### config.mk
export PLATFORM = sky130hd
export DESIGN_NAME = mem_subsys_top
export DESIGN_NICKNAME = d
export VERILOG_FILES = /design/src/verilog/mem_pkg.sv /design/src/verilog/fetch_queue.sv /design/src/verilog/fetch_unit.sv /design/src/verilog/sram_ctrl.sv /design/src/verilog/mem_subsys_top.sv
export SDC_FILE = /design/constraint.sdc
export NUM_CORES = 1
export LEC_CHECK = 0
export ABC_AREA = 0
export BUFFER_PORTS_ARGS = -buffer_cell sky130_fd_sc_hd__buf_4
export CAP_MARGIN = 20
export CORE_MARGIN = 5
export CORE_UTILIZATION = 45
export CTS_BUF_LIST = sky130_fd_sc_hd__clkbuf_4 sky130_fd_sc_hd__clkbuf_8
export CTS_CLUSTER_DIAMETER = 80
export DETAILED_ROUTE_END_ITERATION = 16
export PLACE_DENSITY = 0.7
export SYNTH_ARGS = -nofsm -noshare
export SYNTH_HDL_FRONTEND = slang
export SYNTH_SLANG_ARGS = --single-unit
### constraint.sdc
create_clock -name clk -period 2.86 [get_ports clk]
set_input_delay 0.286 -clock clk [delete_from_list [all_inputs] [get_ports clk]]
set_output_delay 0.286 -clock clk [all_outputs]
set_load 0.03 [all_outputs]
### src/verilog/mem_pkg.sv
package mem_pkg;

	////////////////////
	// Widths
	////////////////////

	// External SRAM is 256K words of 16 bits
	localparam int ADDR_W = 18;
	localparam int DATA_W = 16;

	// Access tag, compared against the last tag served
	localparam int TAG_W = 8;

	typedef logic [ADDR_W-1:0] mem_addr_t;
	typedef logic [DATA_W-1:0] mem_word_t;
	typedef logic [TAG_W-1:0]  act_tag_t;

	////////////////////
	// Request and pins
	////////////////////

	// One client's level request toward the controller
	typedef struct packed {
		logic      need;
		logic      rd;
		logic      wr;
		mem_addr_t addr;
		mem_word_t wdata;
		act_tag_t  act;
	} mem_req_t;

	// Pins driven toward the SRAM, strobes active low
	typedef struct packed {
		mem_addr_t addr;
		mem_word_t data_out;
		logic      data_oe;
		logic      oe_n;
		logic      we_n;
		logic      en_n;
	} sram_bus_t;

endpackage

### src/verilog/fetch_queue.sv
`timescale 1ns/1ps

module fetch_queue import mem_pkg::*; #(
	parameter int QUEUE_DEPTH = 4
) (
	input  logic      clk,
	input  logic      rst,
	input  logic      push,
	input  mem_word_t push_data,
	input  logic      pop,
	output mem_word_t head,
	output logic      empty,
	output logic      full
);

	localparam int PTR_W = $clog2(QUEUE_DEPTH);
	localparam logic [PTR_W:0] FULL_CNT = (PTR_W + 1)'(QUEUE_DEPTH);

	mem_word_t        mem [QUEUE_DEPTH];
	logic [PTR_W-1:0] rd_ptr;
	logic [PTR_W-1:0] wr_ptr;
	logic [PTR_W:0]   count;
	logic             do_push;
	logic             do_pop;

	assign empty = (count == '0);
	assign full  = (count == FULL_CNT);

	// Pop on empty or push on full is dropped
	assign do_push = push && !full;
	assign do_pop  = pop && !empty;

	assign head = mem[rd_ptr];

	////////////////////
	// Pointers
	////////////////////

	// Depth is a power of two so pointers wrap on their own
	always_ff @(posedge clk or negedge rst) begin
		if (!rst) begin
			rd_ptr <= '0;
			wr_ptr <= '0;
			count  <= '0;
		end else begin
			if (do_push) begin
				wr_ptr <= wr_ptr + 1'b1;
			end
			if (do_pop) begin
				rd_ptr <= rd_ptr + 1'b1;
			end
			case ({do_push, do_pop})
				2'b10:   count <= count + 1'b1;
				2'b01:   count <= count - 1'b1;
				default: count <= count;
			endcase
		end
	end

	// Storage
	always_ff @(posedge clk) begin
		if (do_push) begin
			mem[wr_ptr] <= push_data;
		end
	end

endmodule

### src/verilog/fetch_unit.sv
`timescale 1ns/1ps

module fetch_unit import mem_pkg::*; (
	input  logic      clk,
	input  logic      rst,
	input  logic      fetch_done,
	input  mem_word_t fetch_rdata,
	input  logic      full,
	output mem_req_t  fetch_req,
	output logic      push,
	output mem_word_t push_data
);

	mem_addr_t pc;
	act_tag_t  tag;
	logic      room;

	////////////////////
	// Request
	////////////////////

	// The push in flight has not reached the queue count yet,
	// so hold off one clock after each push
	assign room = !full && !push;

	always_comb begin
		fetch_req.need  = room;
		fetch_req.rd    = 1'b1;
		fetch_req.wr    = 1'b0;
		fetch_req.addr  = pc;
		fetch_req.wdata = '0;
		fetch_req.act   = tag;
	end

	////////////////////
	// PC and tag
	////////////////////

	// Done drops as soon as the tag moves on, so one push per fetch
	always_ff @(posedge clk or negedge rst) begin
		if (!rst) begin
			pc   <= '0;
			tag  <= act_tag_t'(1);
			push <= 1'b0;
		end else begin
			push <= fetch_done;
			if (fetch_done) begin
				pc  <= pc + 1'b1;
				tag <= tag + 1'b1;
			end
		end
	end

	// Word handed to the queue along with push
	always_ff @(posedge clk) begin
		if (fetch_done) begin
			push_data <= fetch_rdata;
		end
	end

endmodule

### src/verilog/sram_ctrl.sv
`timescale 1ns/1ps

module sram_ctrl import mem_pkg::*; #(
	parameter int STEP_LOG2 = 1
) (
	input  logic      clk,
	input  logic      rst,
	input  mem_req_t  exe_req,
	input  mem_req_t  fetch_req,
	input  mem_word_t sram_data_in,
	output sram_bus_t sram,
	output logic      exe_done,
	output logic      fetch_done,
	output mem_word_t exe_rdata,
	output mem_word_t fetch_rdata
);

	////////////////////
	// State encoding
	////////////////////

	localparam logic [3:0] ST_IDLE = 4'd0;
	localparam logic [3:0] ST_RD1  = 4'd1;
	localparam logic [3:0] ST_RD2  = 4'd2;
	localparam logic [3:0] ST_RD3  = 4'd3;
	localparam logic [3:0] ST_WR1  = 4'd4;
	localparam logic [3:0] ST_WR2  = 4'd5;
	localparam logic [3:0] ST_WR3  = 4'd6;
	localparam logic [3:0] ST_FR1  = 4'd7;
	localparam logic [3:0] ST_FR2  = 4'd8;
	localparam logic [3:0] ST_FR3  = 4'd9;

	logic [3:0]           state;
	logic [3:0]           next_state;
	logic [STEP_LOG2-1:0] step_cnt;
	logic                 step_tick;
	act_tag_t             served_act;
	logic                 exe_done_r;
	logic                 fetch_done_r;
	logic                 exe_new;
	logic                 fetch_new;
	logic                 in_fetch;

	// Divider, one step per wrap
	assign step_tick = &step_cnt;

	// A request counts only once per tag
	assign exe_new   = exe_req.need && (exe_req.act != served_act);
	assign fetch_new = fetch_req.need && (fetch_req.act != served_act);

	// Done flags are stale once the requester moves to a new tag
	assign exe_done   = exe_done_r && (exe_req.act == served_act);
	assign fetch_done = fetch_done_r && (fetch_req.act == served_act);

	assign in_fetch = (state == ST_FR1) || (state == ST_FR2) || (state == ST_FR3);

	////////////////////
	// Next state
	////////////////////

	always_comb begin
		next_state = ST_IDLE;
		case (state)
			ST_IDLE: begin
				// Execute wins over fetch, reads before writes
				if (exe_new && exe_req.rd) begin
					next_state = ST_RD1;
				end else if (exe_new && exe_req.wr) begin
					next_state = ST_WR1;
				end else if (fetch_new) begin
					next_state = ST_FR1;
				end
			end
			ST_RD1:  next_state = ST_RD2;
			ST_RD2:  next_state = ST_RD3;
			ST_WR1:  next_state = ST_WR2;
			ST_WR2:  next_state = ST_WR3;
			ST_FR1:  next_state = ST_FR2;
			ST_FR2:  next_state = ST_FR3;
			default: next_state = ST_IDLE;
		endcase
	end

	////////////////////
	// Control state
	////////////////////

	always_ff @(posedge clk or negedge rst) begin
		if (!rst) begin
			step_cnt     <= '0;
			state        <= ST_IDLE;
			served_act   <= '0;
			exe_done_r   <= 1'b0;
			fetch_done_r <= 1'b0;
		end else begin
			step_cnt <= step_cnt + 1'b1;
			if (step_tick) begin
				state <= next_state;
				case (state)
					ST_IDLE: begin
						// New access drops the client's old done flag
						if (next_state == ST_RD1 || next_state == ST_WR1) begin
							exe_done_r <= 1'b0;
						end
						if (next_state == ST_FR1) begin
							fetch_done_r <= 1'b0;
						end
					end
					ST_RD3, ST_WR3: begin
						exe_done_r <= 1'b1;
						served_act <= exe_req.act;
					end
					ST_FR3: begin
						fetch_done_r <= 1'b1;
						served_act   <= fetch_req.act;
					end
					default: ;
				endcase
			end
		end
	end

	// Read data captured at the end of the third step
	always_ff @(posedge clk) begin
		if (step_tick && state == ST_RD3) begin
			exe_rdata <= sram_data_in;
		end
		if (step_tick && state == ST_FR3) begin
			fetch_rdata <= sram_data_in;
		end
	end

	////////////////////
	// Pin decode
	////////////////////

	always_comb begin
		// Fetch keeps its own address even while execute holds need
		if (in_fetch) begin
			sram.addr = fetch_req.addr;
		end else if (exe_req.need) begin
			sram.addr = exe_req.addr;
		end else begin
			sram.addr = fetch_req.addr;
		end
		sram.data_out = exe_req.wdata;
		sram.data_oe  = 1'b0;
		sram.oe_n     = 1'b1;
		sram.we_n     = 1'b1;
		sram.en_n     = 1'b1;
		case (state)
			ST_RD1, ST_FR1: begin
				sram.en_n = 1'b0;
			end
			ST_RD2, ST_RD3, ST_FR2, ST_FR3: begin
				sram.en_n = 1'b0;
				sram.oe_n = 1'b0;
			end
			ST_WR1: begin
				sram.en_n    = 1'b0;
				sram.data_oe = 1'b1;
			end
			ST_WR2, ST_WR3: begin
				// Data already stable from the first step
				sram.en_n    = 1'b0;
				sram.we_n    = 1'b0;
				sram.data_oe = 1'b1;
			end
			default: ;
		endcase
	end

endmodule

### src/verilog/mem_subsys_top.sv
`timescale 1ns/1ps

module mem_subsys_top import mem_pkg::*; #(
	parameter int STEP_LOG2   = 1,
	parameter int QUEUE_DEPTH = 4
) (
	input  logic      clk,
	input  logic      rst,
	input  mem_req_t  exe_req,
	input  logic      pop,
	input  mem_word_t sram_data_in,
	output sram_bus_t sram,
	output logic      exe_done,
	output mem_word_t exe_rdata,
	output mem_word_t head,
	output logic      empty
);

	mem_req_t  fetch_req;
	logic      fetch_done;
	mem_word_t fetch_rdata;
	logic      push;
	mem_word_t push_data;
	logic      full;

	// Shared SRAM, execute over fetch
	sram_ctrl #(
		.STEP_LOG2(STEP_LOG2)
	) u_sram_ctrl (
		.clk         (clk),
		.rst         (rst),
		.exe_req     (exe_req),
		.fetch_req   (fetch_req),
		.sram_data_in(sram_data_in),
		.sram        (sram),
		.exe_done    (exe_done),
		.fetch_done  (fetch_done),
		.exe_rdata   (exe_rdata),
		.fetch_rdata (fetch_rdata)
	);

	// Program counter side
	fetch_unit u_fetch_unit (
		.clk        (clk),
		.rst        (rst),
		.fetch_done (fetch_done),
		.fetch_rdata(fetch_rdata),
		.full       (full),
		.fetch_req  (fetch_req),
		.push       (push),
		.push_data  (push_data)
	);

	// Instruction words waiting for the pipeline
	fetch_queue #(
		.QUEUE_DEPTH(QUEUE_DEPTH)
	) u_fetch_queue (
		.clk      (clk),
		.rst      (rst),
		.push     (push),
		.push_data(push_data),
		.pop      (pop),
		.head     (head),
		.empty    (empty),
		.full     (full)
	);

endmodule

After elaboration in Yosys (flattened, before gate mapping)
Memory sizes are Yosys's and may differ from the RTL's.
Index checks and enable logic that the tools add are counted.
{"block": "word_totals", "mem_bits_rw": 64, "romBits": 0, "memories": 1, "latch_bits": 0, "elab_cells": 92, "in_bits": 64, "regBits": 97, "output_inout_bits": 72}
{"block": "classes", "muxes": 18, "reduce_logical": 31, "n_eq_ne": 21, "addsub": 7, "shift": 0, "n_div": 0, "mul": 0, "order_cmp": 0, "bitwise": 0}
{"memory": "u_fetch_queue.mem", "depth": 4, "width": 16, "read_ports": 1, "rd_ports_with_merged_regs": 0, "write_ports": 1, "line": "fetch_queue.sv:19", "rtl": "mem_word_t mem [QUEUE_DEPTH];"}
{"cell": "18-bit 2-to-1 mux", "count": 2}
{"cell": "4-bit case mux with 7 select lines", "count": 1}
{"cell": "4-bit by 3-bit equality test with 1-bit output, second input constant", "count": 6}
{"cell": "18-bit by 1-bit adder with 18-bit output, second input constant", "count": 1}
{"cell": "8-bit equality test", "count": 2}
{"cell": "8-bit != test", "count": 2}
{"cell": "8-bit case mux with 2 select lines", "count": 1}
{"cell": "1-bit logical AND", "count": 11}
{"cell": "9-bit OR reduction", "count": 1}
{"cell": "8-bit by 1-bit adder with 8-bit output, second input constant", "count": 1}
{"cell": "4-bit by 1-bit equality test with 1-bit output, second input constant", "count": 2}
{"cell": "4-bit by 2-bit equality test with 1-bit output, second input constant", "count": 2}
{"cell": "4-bit equality test, second input constant", "count": 2}
{"cell": "1-bit 2-to-1 mux", "count": 8}
{"cell": "4-bit 2-to-1 mux", "count": 2}
{"cell": "2-bit nonzero test", "count": 4}
{"cell": "3-bit case mux with 2 select lines", "count": 1}
{"cell": "3-bit AND reduction", "count": 2}
{"cell": "2-bit by 1-bit adder with 2-bit output, second input constant", "count": 2}
{"cell": "4-bit logical NOT", "count": 1}
{"cell": "2-bit by 1-bit != test with 1-bit output, second input constant", "count": 2}
{"cell": "1-bit case mux with 2 select lines", "count": 2}
{"cell": "2-bit OR reduction", "count": 2}
{"cell": "4-bit OR reduction", "count": 1}
{"cell": "12 further kinds", "count": 16}

Longest topological paths before layout
{"block": "depth", "depth_word": 12, "mapped_depth": 9, "ltp_nobuf": 9}

Cells and area by module
From an unflattened synthesis, not the netlist that was laid out.
{"block": "hier_totals", "hier_cells": 440, "area_unflattened_um2": 7038.0}
{"module": "fetch_queue", "n_inst": 1, "cells_per_inst": 121, "seq_area_each_um2": 2097.0, "area_each_um2": 2775.2}
{"module": "sram_ctrl", "n_inst": 1, "cells_per_inst": 188, "seq_area_each_um2": 1336.3, "area_each_um2": 2439.8}
{"module": "fetch_unit", "n_inst": 1, "cells_per_inst": 131, "seq_area_each_um2": 1157.4, "area_each_um2": 1823.0}

Worst setup path before layout
No wires, ideal clock.
{"block": "synth_timing", "path_type": "flip-flop to flip-flop", "from": "register u_sram_ctrl.state[1]", "to": "register u_sram_ctrl.exe_rdata[0] (enable)", "path_stages_with_launch": 4, "path_slack_ns": 0.108, "arrival_ns": 2.321, "synth_period_minus_slack_ns": 2.752, "required_ns": 2.430, "setup_time_ns": 0.430, "path_buffers": 1, "cell_sequence": "dfrtp_1 clkbuf_1 nand2_1 nor4_1"}
{"block": "synth_via", "elab_chain_cells": 2}
{"element": "from (decl)", "line": "sram_ctrl.sv:33", "rtl": "logic [3:0] state;"}
{"element": "from (signal assigned)", "line": "sram_ctrl.sv:98", "rtl": "state <= next_state;"}
{"element": "4-bit by 2-bit equality test with 1-bit output", "line": "sram_ctrl.sv:125", "rtl": "if (step_tick && state == ST_RD3) begin"}
{"element": "1-bit logical AND", "line": "sram_ctrl.sv:125"}
{"element": "to (signal assigned)", "line": "sram_ctrl.sv:126", "rtl": "exe_rdata <= sram_data_in;"}
{"element": "to (decl)", "line": "sram_ctrl.sv:14", "rtl": "output mem_word_t exe_rdata,"}
Every way passes these cells.
A chain may end at the register's enable or synchronous reset.

==> metrics.cfg <==
[sta]
slew_headroom = 0.473
clock_skew_ns = 0.0112
hold_viol = 0
slew_viol_final = 0
max_slew.worst_pin.slew_ns = 0.791
post-route-min-period_ns = 2.65
setup_violations = 0
rsz0062_at_grt = false
setup_tns_ns = 0
fmax_ghz = 0.377
holdWs_ns = 0.0346
period_share = 0.927

[synthesis]
synthMuxAreaShare = 0.114
synth_top_family_by_area = multiplexers
yosys_warnings = 0
yosys.area.top_type = edfxtp_1
synthArstFlopShare = 0.304
synth-adder-area-share = 0.0158
synth_top_area_frac = 0.495
synth_compound_area_frac = 0.0250
synth_nets = 489
ys.flop_type = edfxtp_1
postSynthCellCount = 417
yosys_register_bits = 161
yosys-top-cells-area = edfxtp_1 49%, dfrtp_1 18%, mux2_2 5.8%
synth_xor_area_frac = 0.0631
synth_area_per_cell_um2 = 16.3
synth_edf_count = 112
synth-simple-area-share = 0.0730
yosysSeqAreaShare = 0.675
netlist_area_mm2 = 0.00680
synth_cell_types = 48

[routing]
wl_per_cell_um = 17.7
wirelength_um = 12800
ant_nets = 0
vias_per_cell = 5.16
post-route-drc-count = 0
initialDrtViolationCount = 219
first_pass_iters = 4
via_count = 3746

[floorplanning]
die_area_mm2 = 0.0177
rows = 45
die_w_um = 133
initial_core_util = 0.452
die_y_um = 133
ios = 136
coreArea_mm2 = 0.0150

[pwr]
powerDensity_mw_per_mm2 = 790
total_power_mw = 6.41
ir_worst_vdd_mv = 0.351
total_leakage_power_nw = 3.23

[cts]
insertion_delay_ns = 0.44
htreeDepth = 4
cts_buffer_depth = 2
post_cts_resized = 0
numCtsBuffers = 17
cts_tree = built
path_clk_slew_ns = 0.08
cts_sinks = 161
root_buffer = clkbuf_8

[final_layout]
syn2layout_area_growth_pct = 19.3
finalNonFillerCells = 726
drive_above_1_share = 0.377
finalNetCount = 597
final_common_cell = buf_4
final_cell_mix = 113 x buf_4, 112 x edfxtp_1, 48 x dfrtp_1
num_antenna_cells = 0
nFillCells = 1238

[global_route]
grt_overflow = 0
grt_max_degree = 50
grt_pass1_wl_um = 21000
grt_pass1_vias = 4037
antenna_found_initial = 0
grt_usage = 0.151

[setup_path]
critical_path_class = flop to output port
worstPathRequired_ns = 2.57
critPathCaptureType = output port
arrival_ns = 2.36
crit_path_start_kind = flop
r2r_slack_ns = 0.78
cp_max_fo = 18

[placed_design]
dp_cells = 689
dp_hpwl_um = 9010
portBuffers = 103
place.gp.congestion = 0.789

[status]
status = complete, no violations

[hold_path]
hp-class = input pin to flop

[job]
cap_violations = 0

## critical path, stage by stage, from the launching register on
cell	delay (ns)
dfrtp_1	0.56
nor2b_1	0.31
a32oi_1	0.14
nand2_1	0.11
buf_4	0.26
mux2_2	0.37
buf_4	0.17
## final cells by class
type	instances	area, um2	area share
Clock buffer	18	241	0.0298
Timing Repair Buffer	118	898	0.111
Tap cell	188	235	0.0290
Inverter	10	37.5	0.00463
Multi-Input combinational cell	217	1990	0.245
Sequential cell	161	4590	0.566
Clock inverter	14	123	0.0151
## logic make-up after synthesis
group,Yosys count
multiplexers,53
XOR/XNOR,49
AO/OA/AOI/OAI,23
buffers and inverters,39
AND/OR/NAND/NOR,84
adder cells (fa/ha/maj),8
flip-flops,161
## path summary, 6_finish.rpt
check	end	cells past startpoint	from
max	sram[31]	6	u_sram_ctrl.state[2]$_DFFE_PN0P_
min	u_sram_ctrl.exe_rdata[4]$_DFFE_PP_	1	sram_data_in[4]
max reg2reg	u_fetch_unit.pc[1]$_DFFE_PN0P_	5	u_fetch_unit.tag[0]$_DFFE_PN1P_
min reg2reg	u_fetch_unit.push_data[10]$_DFFE_PP_	0	u_sram_ctrl.fetch_rdata[10]$_DFFE_PP_
max in group asynchronous	u_fetch_queue.rd_ptr[0]$_DFFE_PN0P_	2	rst
min in group asynchronous	u_fetch_unit.pc[13]$_DFFE_PN0P_	2	rst
## timing repair
action / in CTS / in global routing
hold buffers: 3 / 2
hold endpoints to repair: 52 / 2
buffers inserted: 0 / 0
## state kept, by name, summed over array words and instances (netlist names)
register                  count
u_fetch_queue.count           3
u_fetch_queue.wr_ptr          2
u_fetch_unit.push             1
u_fetch_unit.pc              18
u_sram_ctrl.fetch_done_r      1
u_sram_ctrl.state             4
u_sram_ctrl.exe_rdata        16
u_fetch_unit.push_data       16
u_fetch_unit.tag              8
u_fetch_queue.rd_ptr          2
u_sram_ctrl.step_cnt          1
u_fetch_queue.mem            64
u_sram_ctrl.served_act        8
u_sram_ctrl.exe_done_r        1
u_sram_ctrl.fetch_rdata      16
## layer usage
layer,global-route usage,up-vias,routed length (um)
li1,-,1754,-
met1,0.193,1883,5680
met2,0.250,90,6440
met3,0.0422,19,539
met4,0.0508,0,158
met5,0,-,0
## synthesized netlist by cell type (2+ instances only)
cell type and count:
buf_4 16, xnor2_1 22, or3_1 2, inv_1 10
mux4_2 16, nand4_1 9, clkbuf_1 4, nor3b_1 2
ha_1 7, nand2b_1 2, dfrtp_1 48, buf_2 7
a2111oi_2 2, mux2_2 35, xor2_1 27, a31oi_1 2
nand3_1 8, a21boi_1 2, and2_1 8, nor2b_1 3
buf_6 2, nand2_1 14, and4_1 5, o21ai_0 9
and3_2 2, nor3_1 3, nor4_1 4, nor2_1 9
edfxtp_1 112, and3_1 7
## power by group
part | switching [mW] | total, mW | internal [mW]
clock network | 0.790 | 1.55 | 0.764
registers | 0.245 | 2.90 | 2.66
logic | 1.05 | 1.95 | 0.899
## metrics by stage
step / utilization / setup WS [ns] / instance area, um2
6_report: 0.540 / 0.210 / 8110
4_1_cts: 0.538 / 0.184 / 8090
3_5_place_dp: 0.512 / 0.692 / 7700
2_1_floorplan: - / 0.108 / 6800
5_1_grt: 0.540 / 0.0495 / 8110
3_3_place_gp: 0.512 / 0.768 / 7700
(Power assumes the default switching activity.)
